==> src/design/cpuPkg.sv <==
`default_nettype none

package cpuPkg;

	// opcodes live in instr[15:12]; 3 and 7 are unused and act as nop
	typedef enum logic [3:0] {
		opAdd = 4'd0,  // saturating add
		opSub = 4'd1,  // saturating subtract
		opXor = 4'd2,
		opSll = 4'd4,
		opSra = 4'd5,
		opRor = 4'd6,
		opLw  = 4'd8,  // rd <= mem[rs + off]
		opSw  = 4'd9,  // mem[rs + off] <= rd
		opLlb = 4'd10, // low byte of rd <= imm8
		opLhb = 4'd11, // high byte of rd <= imm8
		opB   = 4'd12, // pc relative branch
		opBr  = 4'd13, // branch to rs
		opPcs = 4'd14, // rd <= pc + 2
		opHlt = 4'd15
	} opcodeT;

	typedef enum logic [2:0] {
		condNe = 3'd0,
		condEq = 3'd1,
		condGt = 3'd2,
		condLt = 3'd3,
		condGe = 3'd4,
		condLe = 3'd5,
		condOv = 3'd6,
		condUn = 3'd7  // always taken
	} condT;

	typedef enum logic [2:0] {
		aluAdd  = 3'd0,
		aluSub  = 3'd1,
		aluXor  = 3'd2,
		aluSll  = 3'd3,
		aluSra  = 3'd4,
		aluRor  = 3'd5,
		aluPass = 3'd6, // result is operand b
		aluAddr = 3'd7  // wrapping add, used for load/store addresses
	} aluOpT;

	typedef struct packed {
		logic z;
		logic n;
		logic v;
	} flagsT;

	typedef struct packed {
		logic [3:0]  srcReg1;
		logic [3:0]  srcReg2;
		logic [3:0]  dstReg;
		logic        regWrite;
		logic        aluSrc;      // 1 selects immediate as alu operand b
		logic        memRead;
		logic        memWrite;
		logic        branch;      // B instruction
		logic        branchReg;   // BR instruction
		logic        jumpAndLink; // PCS
		logic        llb;
		logic        lhb;
		logic        halt;
		aluOpT       aluOp;
		logic        setZ;
		logic        setN;
		logic        setV;
		logic [15:0] immediate;   // already sign extended
	} ctrlT;

	// one retired instruction per cycle
	typedef struct packed {
		logic        regWrite;
		logic [3:0]  regDst;
		logic [15:0] regData;
		logic        memWrite;
		logic [15:0] memAddr;     // word address after wrap
		logic [15:0] memData;
	} traceT;

endpackage

`default_nettype wire

==> src/design/controlUnit.sv <==
`default_nettype none

module controlUnit (
	input  logic [15:0]   instr,
	input  cpuPkg::flagsT flags,
	output cpuPkg::ctrlT  ctrl,
	output logic          branchTaken
);
	import cpuPkg::*;

	opcodeT opcode;
	condT   cond;
	logic   condMet;

	assign opcode = opcodeT'(instr[15:12]);
	assign cond   = condT'(instr[11:9]); // only meaningful for B and BR

	// condition against the stored flags
	always_comb begin
		condMet = 1'b1;
		case (cond)
			condNe: condMet = ~flags.z;
			condEq: condMet = flags.z;
			condGt: condMet = ~flags.z & ~flags.n;
			condLt: condMet = flags.n;
			condGe: condMet = flags.z | ~flags.n;
			condLe: condMet = flags.z | flags.n;
			condOv: condMet = flags.v;
			condUn: condMet = 1'b1;
		endcase
	end

	always_comb begin
		ctrl           = '0;
		ctrl.srcReg1   = instr[7:4];                   // rs
		ctrl.srcReg2   = instr[3:0];                   // rt
		ctrl.dstReg    = instr[11:8];                  // rd
		ctrl.aluOp     = aluPass;
		ctrl.immediate = {{12{instr[3]}}, instr[3:0]}; // 4 bit offset or shamt
		case (opcode)
			opAdd: begin
				ctrl.regWrite = 1'b1;
				ctrl.aluOp    = aluAdd;
				ctrl.setZ     = 1'b1;
				ctrl.setN     = 1'b1;
				ctrl.setV     = 1'b1;
			end
			opSub: begin
				ctrl.regWrite = 1'b1;
				ctrl.aluOp    = aluSub;
				ctrl.setZ     = 1'b1;
				ctrl.setN     = 1'b1;
				ctrl.setV     = 1'b1;
			end
			opXor: begin
				ctrl.regWrite = 1'b1;
				ctrl.aluOp    = aluXor;
				ctrl.setZ     = 1'b1; // logic ops touch z only
			end
			opSll: begin
				ctrl.regWrite = 1'b1;
				ctrl.aluOp    = aluSll;
				ctrl.setZ     = 1'b1;
			end
			opSra: begin
				ctrl.regWrite = 1'b1;
				ctrl.aluOp    = aluSra;
				ctrl.setZ     = 1'b1;
			end
			opRor: begin
				ctrl.regWrite = 1'b1;
				ctrl.aluOp    = aluRor;
				ctrl.setZ     = 1'b1;
			end
			opLw: begin
				ctrl.regWrite = 1'b1;
				ctrl.memRead  = 1'b1;
				ctrl.aluSrc   = 1'b1;
				ctrl.aluOp    = aluAddr;
			end
			opSw: begin
				ctrl.srcReg2  = instr[11:8]; // store data comes from rd
				ctrl.memWrite = 1'b1;
				ctrl.aluSrc   = 1'b1;
				ctrl.aluOp    = aluAddr;
			end
			opLlb, opLhb: begin
				ctrl.srcReg2   = instr[11:8]; // old rd value for the merge
				ctrl.regWrite  = 1'b1;
				ctrl.llb       = (opcode == opLlb);
				ctrl.lhb       = (opcode == opLhb);
				ctrl.immediate = {{8{instr[7]}}, instr[7:0]};
			end
			opB: begin
				ctrl.branch    = 1'b1;
				ctrl.immediate = {{6{instr[8]}}, instr[8:0], 1'b0}; // offset in words
			end
			opBr:    ctrl.branchReg = 1'b1; // target is rs
			opPcs: begin
				ctrl.regWrite    = 1'b1;
				ctrl.jumpAndLink = 1'b1;
			end
			opHlt:   ctrl.halt = 1'b1;
			default: ctrl.halt = 1'b0; // codes 3 and 7 do nothing
		endcase
	end

	assign branchTaken = (ctrl.branch | ctrl.branchReg) & condMet;

endmodule

`default_nettype wire

==> config.mk <==
export PLATFORM = sky130hd
export DESIGN_NAME = controlUnit
export DESIGN_NICKNAME = d
export VERILOG_FILES = /design/src/design/cpuPkg.sv /design/src/design/controlUnit.sv
export SDC_FILE = /design/constraint.sdc
export NUM_CORES = 1
export LEC_CHECK = 0
export BUFFER_PORTS_ARGS = -buffer_cell sky130_fd_sc_hd__buf_2
export CORE_AREA = 5 5 46 48
export DETAILED_ROUTE_END_ITERATION = 16
export DIE_AREA = 0 0 51 53
export PLACE_DENSITY_LB_ADDON = 0.1
export REMOVE_ABC_BUFFERS = 1
export SKIP_LAST_GASP = 1
export SYNTH_ARGS = -nofsm -noshare
export SYNTH_HDL_FRONTEND = slang
export SYNTH_SLANG_ARGS = --single-unit
==> constraint.sdc <==
create_clock -name vclk -period 1.87
set_clock_uncertainty 0.05 [all_clocks]
set_input_delay 0.2805 -clock vclk [all_inputs]
set_output_delay 0.2805 -clock vclk [all_outputs]
set_load 0.005 [all_outputs]
==> results.md <==
* Status: complete, no violations
* Crit path launch type: input port
* HPWL Detailed at 1390 um
* Setup Buffers After CTS at 0
* Cts hold-fix bufs at 0
* Fillers at 192
* Sequential cell area at 0 um2
* Worst-margin pin slew at 223.6 ps
* Vias/cell at 4.752
* Total GRT Usage at 0.1068
* Setup violators final at 0
* Die X at 51 um
* Remaining DRCs at 0
* Data arrival, critical path at 1430 ps
* Seq_cells at 0
* Switching share of power at 0.4786
* Design Power at 187.3 uW
* F_max at 569.5 MHz
* Most frequent CP cell: buf_2
* Most numerous cell in the Yosys netlist: buf_4
* Combinational power share at 1.000
* Initial Util at 0.3423
* Seq pwr share at 0
* Leak pwr at 0.0004508 uW
* RD Place Congestion at 0.7181
* Core area at 1670 um2
* Antenna diodes at 0
* Largest net degree at the start of global routing at 11
* CLK BUF at 0
* Post-synthesis average cell area at 7.147 um2
* RSZ-0062 raised after global routing: false
* Boundary pin count at 64
* Yosys cell types at 29
* Top cells by count, synth: buf_4 (15), nor2_1 (12), nand2_1 (6)
* Initial antenna violation count at 0
* Dpl ws at 103.5 ps
* Die Ht at 53 um
* Critical path class: input port to output port
* Synth-to-Final Area Change at 39.39%
* Synth warn at 0
* HP Class: input port to output port
* Synth area leader: buf_4
* Setup ws final at 114.1 ps
* Resized cells post-CTS at 0
* Final Cycle Share at 0.9390
* Clock share of power at 0
* Post-synth top area share at 0.1969
* Drt first pass iters at 4
* Netlist Area Pre-Place at 571.8 um2
* DR vias at 689
* Sw Pwr at 89.64 uW
* Worst VDD drop at 0.08194 mV
* Required @ worst endpoint at 1540 ps
* Max Cap Viol at 0
* Detail Route Antenna Nets at 0
* IO Port Bufs at 64
* Register area share after synthesis at 0
* Vias in the first global route at 597
* WL per Instance at 11.08 um
* CP max-delay cell: mux2_4
* GRT overflow at 0
* Crit. End Element: output port
* Final WL at 1607 um
* Slew Viols, Final at 0
* Setup_tns at 0 ps
* Pint at 97.67 uW
* Die area at 2703 um2
* Min Tclk post-route at 1756 ps
* Main area contributors after synthesis: buf_4 (20%), mux2_2 (9.8%), mux2_4 (7.9%)
* CP max stage delay at 300 ps
* Worst rel slew slack at 0.8508
* Layout cell share with drive strength beyond 1 at 0.6484
* First-pass GRT wire length at 2408 um
* Site Rows at 15
* Iter 0 DRT Violations at 7
* Worst-path fanout max at 10
* Final hold vios at 0
* Post-Synthesis Cells at 80
* Final nets at 149
* CP Cell Sequence: buf_2 -> nand2_2 -> nor3_4 -> buf_4 -> mux2_4 -> buf_2
* Power Dens Cells at 235.0 nW/um2
## final cells by class
class	instances	area [um2]	share of cell area
multi-input combinational	59	425.4	0.5338
tap	17	21.27	0.02669
inverter	2	7.507	0.009419
timing repair buffer	67	342.8	0.4301
## cell families after synthesis
group	share of synthesized area
multiplexers	0.1772
buffers and inverters	0.2560
AND/OR/NAND/NOR	0.3676
XOR/XNOR	0.01532
AO/OA/AOI/OAI	0.1838
## layer usage
metal	routed length, um	GRT usage
met1	660	0.1285
met2	737	0.2103
met5	0	0
met3	209	0.01408
met4	0	0
## layout by cell type, fill, tap and decap left out
| master | n |
|---|---|
| buf_2 | 64 |
| nand2b_1 | 3 |
| nand2_2 | 1 |
| nor2b_1 | 4 |
| inv_1 | 1 |
| nand2b_4 | 1 |
| or2_2 | 1 |
| a221o_1 | 4 |
| nor3_1 | 3 |
| xnor2_1 | 1 |
| o21bai_1 | 1 |
| a32oi_1 | 1 |
| nor2_2 | 1 |
| a21oi_1 | 3 |
| o21ai_0 | 2 |
| mux2_2 | 5 |
| nor3_4 | 1 |
| nor2_1 | 12 |
| o221ai_1 | 1 |
| a22oi_1 | 1 |
| nand3_1 | 1 |
| nand2_1 | 6 |
| nor3b_4 | 1 |
| nor2_4 | 1 |
| inv_2 | 1 |
| a21boi_0 | 1 |
| buf_4 | 3 |
| mux2_4 | 3 |
## critical path: cells and delay by family
| family | cells | cell delay [ps] |
|---|---|---|
| AND/OR/NAND/NOR | 2 | 310 |
| multiplexers | 1 | 300 |
| buffers and inverters | 3 | 530 |
## metrics by stage
stage,hold slack (ps),instance area [um2],utilization,cells
floorplan,511.0,432.9,-,61
global placement,714.3,797.0,0.4772,145
detailed placement,714.4,797.0,0.4772,145
CTS,714.4,797.0,0.4772,145
global route,721.8,797.0,0.4772,145
finish,713.4,797.0,0.4772,145
## power by group through the flow
| stage | clock network, uW | registers (uW) | logic [uW] |
|---|---|---|---|
| 6_report | 0 | 0 | 187 |
| 5_1_grt | 0 | 0 | 208 |
| 4_1_cts | 0 | 0 | 190 |
| 3_5_place_dp | 0 | 0 | 190 |
| 3_3_place_gp | 0 | 0 | 190 |
| 2_1_floorplan | 0 | 0 | 81.4 |
## final timing paths
check             slack [ps]       from  depth (start not counted)        to
setup / recovery         110  instr[15]                          6   ctrl[3]
hold / removal           710   instr[6]                          2  ctrl[42]
No activity file was read; power rests on OpenSTA's default activity.
