<file path="src/design/regFile.sv">
`default_nettype none

module regFile #(
	parameter bit WRITE_THROUGH = 1'b1
) (
	input  logic        clk,
	input  logic        reset,
	input  logic [3:0]  srcReg1,
	input  logic [3:0]  srcReg2,
	input  logic [3:0]  dstReg,
	input  logic        writeEn,
	input  logic [15:0] writeData,
	output logic [15:0] srcData1,
	output logic [15:0] srcData2
);
	logic [15:0] regs [16];

	always_ff @(posedge clk) begin
		if (reset) begin
			regs <= '{default: '0};
		end else if (writeEn) begin
			regs[dstReg] <= writeData;
		end
	end

	if (WRITE_THROUGH) begin : gBypass
		// a read of the register being written sees the new value
		assign srcData1 = (writeEn && dstReg == srcReg1) ? writeData : regs[srcReg1];
		assign srcData2 = (writeEn && dstReg == srcReg2) ? writeData : regs[srcReg2];
	end else begin : gDirect
		assign srcData1 = regs[srcReg1]; // old value until the edge
		assign srcData2 = regs[srcReg2];
	end

endmodule

`default_nettype wire

</file>
<file path="config.mk">
export PLATFORM = sky130hd
export DESIGN_NAME = regFile
export DESIGN_NICKNAME = d
export VERILOG_FILES = /design/src/design/regFile.sv
export SDC_FILE = /design/constraint.sdc
export NUM_CORES = 1
export LEC_CHECK = 0
export BUFFER_PORTS_ARGS = -buffer_cell sky130_fd_sc_hd__buf_2
export CAP_MARGIN = 20
export CORE_MARGIN = 5
export CORE_UTILIZATION = 55
export DETAILED_ROUTE_END_ITERATION = 10
export PLACE_DENSITY = 0.77
export SLEW_MARGIN = 20
export SYNTH_ARGS = -nofsm -noshare
export SYNTH_HDL_FRONTEND = slang
export SYNTH_SLANG_ARGS = --single-unit
</file>
<file path="constraint.sdc">
create_clock -name clk -period 1.73 [get_ports clk]
set_input_delay 0.173 -clock clk [delete_from_list [all_inputs] [get_ports clk]]
set_output_delay 0.173 -clock clk [all_outputs]
set_load 0.02 [all_outputs]
</file>
==> summary.txt, run 1 <==
Status
  • Status: finished, violations left
  • Failing checks: negative setup slack

Synth
  • Synth area leaders: dfxtp_1 38%, mux4_2 21%, nand2_1 15%
  • Post-synthesis sequential area ratio: 37.7%
  • Most common library cells after synthesis: 527 x nand2_1, 256 x a21oi_1, 256 x dfxtp_1
  • Count leader, synth: nand2_1
  • EDFF count, synth: 0
  • Ys flop type: dfxtp_1
  • Seq cells post-synth: 256
  • Largest area contributor in the netlist: dfxtp_1
  • Syn Nets: 1510
  • Average instance area after synthesis: 9.19 sq um
  • Syn Inst Count: 1479
  • Asr flop ratio synth: 0%
  • Post-synth cell types: 26
  • Synth top area share: 37.7%
  • YS warnings: 0
  • Synth Cell Area: 13600 sq um

Finish
  • Ratio of cells with drive above 1 in the final layout: 32.1%
  • Fin util: 68.4%
  • Layout Area Growth over Synthesis: 22.5%
  • Final Instance Area: 16600 sq um
  • FF+latch area: 5200 sq um
  • Top Registers: regs x256
  • Fillers: 1750
  • Largest register FFs: 256
  • Most flop-heavy register: regs
  • Nets@finish: 1600
  • Multi-input gate area: 8140 sq um

Power and ir drop
  • Sequential share of power: 44.7%
  • PD cells: 811 nW/um^2
  • LEAKAGE: 5.80 nW
  • Clock share of power: 44.1%
  • Int Pwr: 10.2 mW
  • Net load switching power: 3.33 mW
  • VDD IR max: 0.723 mV
  • Comb pwr share: 11.2%
  • Sw frac: 24.7%

Hold path
  • Hold endpoint: regs[51]
  • Hold Crit Depth: 3
  • Hold WC Path Type: in2reg
  • HP Start: writeData[3]

Worst setup path
  • Buf+Inv Stages, Crit Path: 1
  • CP Max Fanout: 3
  • CP Data Required Time: 1.56 ns
  • Worst reg-to-reg path cell count: 4
  • CP Class: reg2out
  • CP max-delay cell: mux4_2
  • Crit path cell chain: mux4_2 -> mux2i_2 -> mux2i_1 -> mux2_4 -> buf_6
  • Critical path startpoint category: flip-flop
  • Worst Setup End Kind: output pin
  • Worst Path Arrival: 2.17 ns
  • Crit Reg-Reg Startpoint: regs[38]
  • Reg-to-reg slack, setup: 0.95 ns
  • Reg-to-reg critical path endpoint: regs[38]
  • Crit path largest cell delay: 0.48 ns
  • Worst path top cell family by delay: multiplexers

Clocking
  • CTS H-Tree Depth: 1
  • CTS tree: built
  • Clk buf depth: 3
  • Root Driver: clkbuf_16
  • Clock Sinks: 256
  • Clock buffer count from CTS: 27
  • CTS clk-pin slew, worst paths: 0.06 ns
  • Clk Latency, worst-skew pair: 0.54 ns

Floorplan
  • Die area: 27900 sq um
  • Initial Util: 55.9%
  • Core Rows: 57
  • Num ports: 63
  • Die W: 167 microns
  • Core area: 24300 sq um
  • Die Y-Extent: 167 microns

Drt
  • Vias: 12300
  • DRT iter0 DRCs: 1444
  • Routed wire length: 44.7 mm
  • Post-DRT Antenna Nets: 0
  • Drt via density: 6.44
  • Remaining DRCs: 0
  • 1st-pass router iterations: 7
  • Wire per inst: 23.4 microns

GRT
  • GRT Total Usage: 30.8%
  • First-pass GRT wire length: 69.0 mm
  • Total grt overflow: 0
  • Largest net degree at the start of global routing: 52
  • Antenna violations before repair: 1
  • Vias in the first global route: 12300

STA
  • Rel. slew slack: 71.3%
  • Clock skew: 0 ns
  • Slew Limit Fails: 0
  • Unrepaired setup endpoints after global routing: true
  • Fmax: 426 MHz
  • Final worst slack: -0.617 ns
  • Setup violations, final: 32
  • Slew @ Worst Pin: 0.430 ns
  • Fin. Hold Viols: 0
  • Tcrit/Tclk final: 136%
  • Post-route minimum period: 2.35 ns

Placed design
  • Dpl cell area: 15100 sq um
  • Port Buffers: 62
  • HPWL after detailed placement: 28.8 mm
  • GPL Wtd Cong: 0.884

Flow run
  • Max-cap violations: 0
-- what timing repair did --
action                     4_1_cts  5_1_grt
hold endpoints to repair         4        0
setup buffers                    1        3
cloned                           0        0
setup endpoints to repair       32       32
resized for setup              158       45
hold buffers                     1        0
-- through the flow --
stage	power, mW	setup slack, ns	setup TNS, ns	instances	hold WS (ns)
4_1_cts	13.5	-0.613	-18.00	1909	0.00391
6_report	13.5	-0.617	-18.11	1913	0.0132
3_3_place_gp	7.50	-0.421	-10.63	1859	0.449
5_1_grt	13.9	-0.714	-19.36	1912	0.0183
2_1_floorplan	7.02	-0.0371	-0.371	1479	0.443
3_5_place_dp	7.53	-0.428	-11.08	1859	0.458
-- per-layer routing --
metal	up-vias	track usage, %	part of all wire (%)
met5	-	0	0
met4	0	13.0	4.4
met3	165	5.96	11
met2	823	50.1	48
met1	6005	40.7	37
li1	5321	-	-
-- how the worst max path moves through the flow --
stage,to,depth (start not counted),from
after floorplan,srcData2[0],6,srcReg2[1]
after global placement,srcData2[8],7,srcReg2[0]
after detailed placement,srcData2[8],7,srcReg2[0]
after CTS,srcData2[8],5,regs[72]
after global routing,srcData1[6],6,regs[38]
final,srcData2[8],5,regs[8]
-- cells by family (layout without fill, tap and decap cells) --
kind of cell	Yosys count	in the layout	share of synthesized area, %
AO/OA/AOI/OAI	256	256	9.43
XOR/XNOR	8	8	0.516
buffers and inverters	141	250	4.98
flip-flops	256	256	37.7
multiplexers	256	256	30.9
other	0	1	0
AND/OR/NAND/NOR	562	562	16.4
-- tightest hold or removal path: cells and delay by family --
kind	cells	cell delay [ns]
buf+inv	1	0.20
compound gates	1	0.05
simple gates	1	0.09
-- cells in the final DEF, fill, tap and decap left out, types with 2 or more instances in the layout --
cell	n
nand2_1	527
a21oi_1	256
dfxtp_1	197
mux4_2	128
buf_4	108
mux2i_1	60
dfxtp_2	59
buf_6	36
buf_12	32
mux2_4	29
clkbuf_16	27
buf_2	25
mux2i_2	24
mux2i_4	12
nor2_1	10
clkbuf_8	9
xor2_1	6
nand3_1	5
clkbuf_1	5
mux2_2	3
nor2_2	3
nor3_2	3
clkinv_2	3
xnor2_1	2
nor4_4	2
nand2b_1	2
nor2b_1	2
nand3b_1	2
and3b_1	2
bufinv_16	2
-- power groups by stage --
| stage | sequential (mW) | clock, mW | combinational (mW) |
|---|---|---|---|
| after floorplan | 6.14 | 0 | 0.885 |
| after global placement | 6.15 | 0 | 1.35 |
| after detailed placement | 6.16 | 0 | 1.37 |
| after CTS | 6.03 | 6.00 | 1.46 |
| after global routing | 6.04 | 6.24 | 1.58 |
| final | 6.03 | 5.95 | 1.51 |
-- area by class of cell --
type                    count  area share, %
well taps                 324           2.44
multi-input cells        1082           48.9
clock buffers              41           4.92
clock inverters             7          0.549
flip-flops and latches    256           31.2
repair buffers            202           12.0
diodes                      1         0.0150
Power figures use the tool's default switching activity.
==> inputs of run 2 (changes only) <==
--- a/config.mk
+++ b/config.mk
@@ -10,6 +10,7 @@
 export CORE_MARGIN = 5
 export CORE_UTILIZATION = 55
 export DETAILED_ROUTE_END_ITERATION = 10
+export GPL_TIMING_DRIVEN = 0
 export PLACE_DENSITY = 0.77
 export SLEW_MARGIN = 20
 export SYNTH_ARGS = -nofsm -noshare
==> summary.txt, run 2 (synthesis gave the netlist of run 1 again) <==
Status
  • Status: finished, violations left (unchanged)
  • Failing checks: negative setup slack (unchanged)

Placed design
  • Placed Cells: 1835 (was 1859)
  • GPL Wtd Cong: 1.07 (was 0.884)
  • Port Buffers: 32 (was 62)
  • HPWL after detailed placement: 33.5 mm (was 28.8 mm)
  • Dpl cell area: 14200 sq um (was 15100 sq um)
  • Pre-CTS WS: -0.662 ns (was -0.428 ns)

STA
  • Fmax: 418 MHz (was 426 MHz)
  • Final worst slack: -0.664 ns (was -0.617 ns)
  • Rel. slew slack: 27.8% (was 71.3%)
  • Fin. Hold Viols: 0 (unchanged)
  • Setup TNS: -19.38 ns (was -18.11 ns)
  • Post-route minimum period: 2.39 ns (was 2.35 ns)
  • Slew @ Worst Pin: 1.08 ns (was 0.430 ns)
  • Tcrit/Tclk final: 138% (was 136%)
  • Unrepaired setup endpoints after global routing: true (unchanged)
  • Slew Limit Fails: 0 (unchanged)
  • Setup violations, final: 32 (unchanged)
  • Final hold slack: 0.0724 ns (was 0.0132 ns)
  • Clock skew: 0 ns (unchanged)

Drt
  • Vias: 12600 (was 12300)
  • 1st-pass router iterations: 9 (was 7)
  • Wire per inst: 25.4 microns (was 23.4 microns)
  • Post-DRT Antenna Nets: 0 (unchanged)
  • Remaining DRCs: 0 (unchanged)
  • DRT iter0 DRCs: 1950 (was 1444)
  • Drt via density: 6.69 (was 6.44)
  • Routed wire length: 48.0 mm (was 44.7 mm)

Power and ir drop
  • PD cells: 869 nW/um^2 (was 811 nW/um^2)
  • VDD IR max: 1.05 mV (was 0.723 mV)
  • LEAKAGE: 5.25 nW (was 5.80 nW)

Finish
  • Most flop-heavy register: regs (unchanged)
  • Ant diodes: 0 (was 1)
  • Top Registers: regs x256 (unchanged)
  • Ratio of cells with drive above 1 in the final layout: 25.1% (was 32.1%)
  • Multi-input gate area: 8050 sq um (was 8140 sq um)
  • Most common cell after layout, fill and taps aside: nand2_1 (unchanged)
  • Most frequent cells in the layout: 527 x nand2_1, 256 x a21oi_1, 200 x dfxtp_1, 128 x mux4_2, 86 x clkbuf_1 (was 527 x nand2_1, 256 x a21oi_1, 197 x dfxtp_1, 128 x mux4_2, 108 x buf_4)
  • Largest register FFs: 256 (unchanged)
  • Fin cells: 1888 (was 1913)
  • Fillers: 1908 (was 1750)
  • FF+latch area: 5190 sq um (was 5200 sq um)
  • Final Instance Area: 15700 sq um (was 16600 sq um)
  • Layout Area Growth over Synthesis: 15.3% (was 22.5%)
  • Nets@finish: 1574 (was 1600)

Clocking
  • CTS tree: built (unchanged)
  • CTS clk-pin slew, worst paths: 0.07 ns (was 0.06 ns)
  • Clock Sinks: 256 (unchanged)
  • Clk buf depth: 3 (unchanged)
  • Clk Latency, worst-skew pair: 0.55 ns (was 0.54 ns)
  • Clock buffer count from CTS: 27 (unchanged)
  • CTS H-Tree Depth: 1 (unchanged)
  • Root Driver: clkbuf_16 (unchanged)

Floorplan
  • Die Y-Extent: 167 microns (unchanged)
  • Core Rows: 57 (unchanged)
  • Initial Util: 55.9% (unchanged)
  • Num ports: 63 (unchanged)
  • Die area: 27900 sq um (unchanged)
  • Die W: 167 microns (unchanged)
  • Core area: 24300 sq um (unchanged)

Worst setup path
  • Worst Setup End Kind: output pin (unchanged)
  • Critical path startpoint category: flip-flop (unchanged)
  • Worst Path Arrival: 2.22 ns (was 2.17 ns)
  • CP Max Fanout: 3 (unchanged)
  • CP Data Required Time: 1.56 ns (about the same)
  • CP Class: reg2out (unchanged)
  • Worst reg-to-reg path cell count: 2 (was 4)

Hold path
  • Hold WC Path Type: in2reg (unchanged)
  • Hold Crit Depth: 2 (was 3)

GRT
  • GRT Total Usage: 33.2% (was 30.8%)
  • Total grt overflow: 0 (unchanged)
  • First-pass GRT wire length: 71.8 mm (was 69.0 mm)
  • Largest net degree at the start of global routing: 16 (was 52)
  • Vias in the first global route: 12200 (was 12300)
  • Antenna violations before repair: 1 (unchanged)

Flow run
  • Max-cap violations: 0 (unchanged)
-- run 2: critical path, stage by stage (launching register included) --
cell	delay [ns]
dfxtp_1	0.33
mux4_2	0.49
mux2i_1	0.22
mux2i_1	0.16
mux2_4	0.34
buf_6	0.13
-- run 2: final timing paths --
path                 end  startpoint  slack, ns
min            regs[111]       reset       0.07
max reg2reg     regs[72]    regs[72]       0.93
min reg2reg      regs[0]     regs[0]       0.46
max          srcData1[8]   regs[152]      -0.66
-- run 2: metrics by stage --
step	total power [mW]	util, %
after floorplan	7.02	-
after global placement	7.42	58.2
after detailed placement	7.44	58.2
after CTS	13.5	63.7
after global routing	13.9	64.4
final	13.6	64.4
-- run 2: repair_timing --
item,in CTS,in global routing
hold buffers,0,0
setup buffers,2,1
endpoints found under the setup margin,32,32
pin swaps,1,0
resized for setup,136,58
-- run 2: final cells by class --
class	count	area share [%]
Multi-Input combinational cell	1082	51.4
Buffer	141	4.48
Clock buffer	32	4.75
Sequential cell	256	33.2
Timing Repair Buffer	35	2.44
Tap cell	324	2.59
Clock inverter	18	1.21
-- run 2: routing by layer --
metal	wire, microns	track usage, %
met4	3590	17.8
met5	16	0
met2	20700	50.7
met1	17000	44.7
met3	6650	6.88
-- run 2: power by group --
group	internal [mW]	leakage (nW)	switching [mW]	total, mW
Combinational	0.498	2.71	0.940	1.44
Sequential	5.97	2.09	0.0570	6.03
Clock	3.54	0.450	2.61	6.15
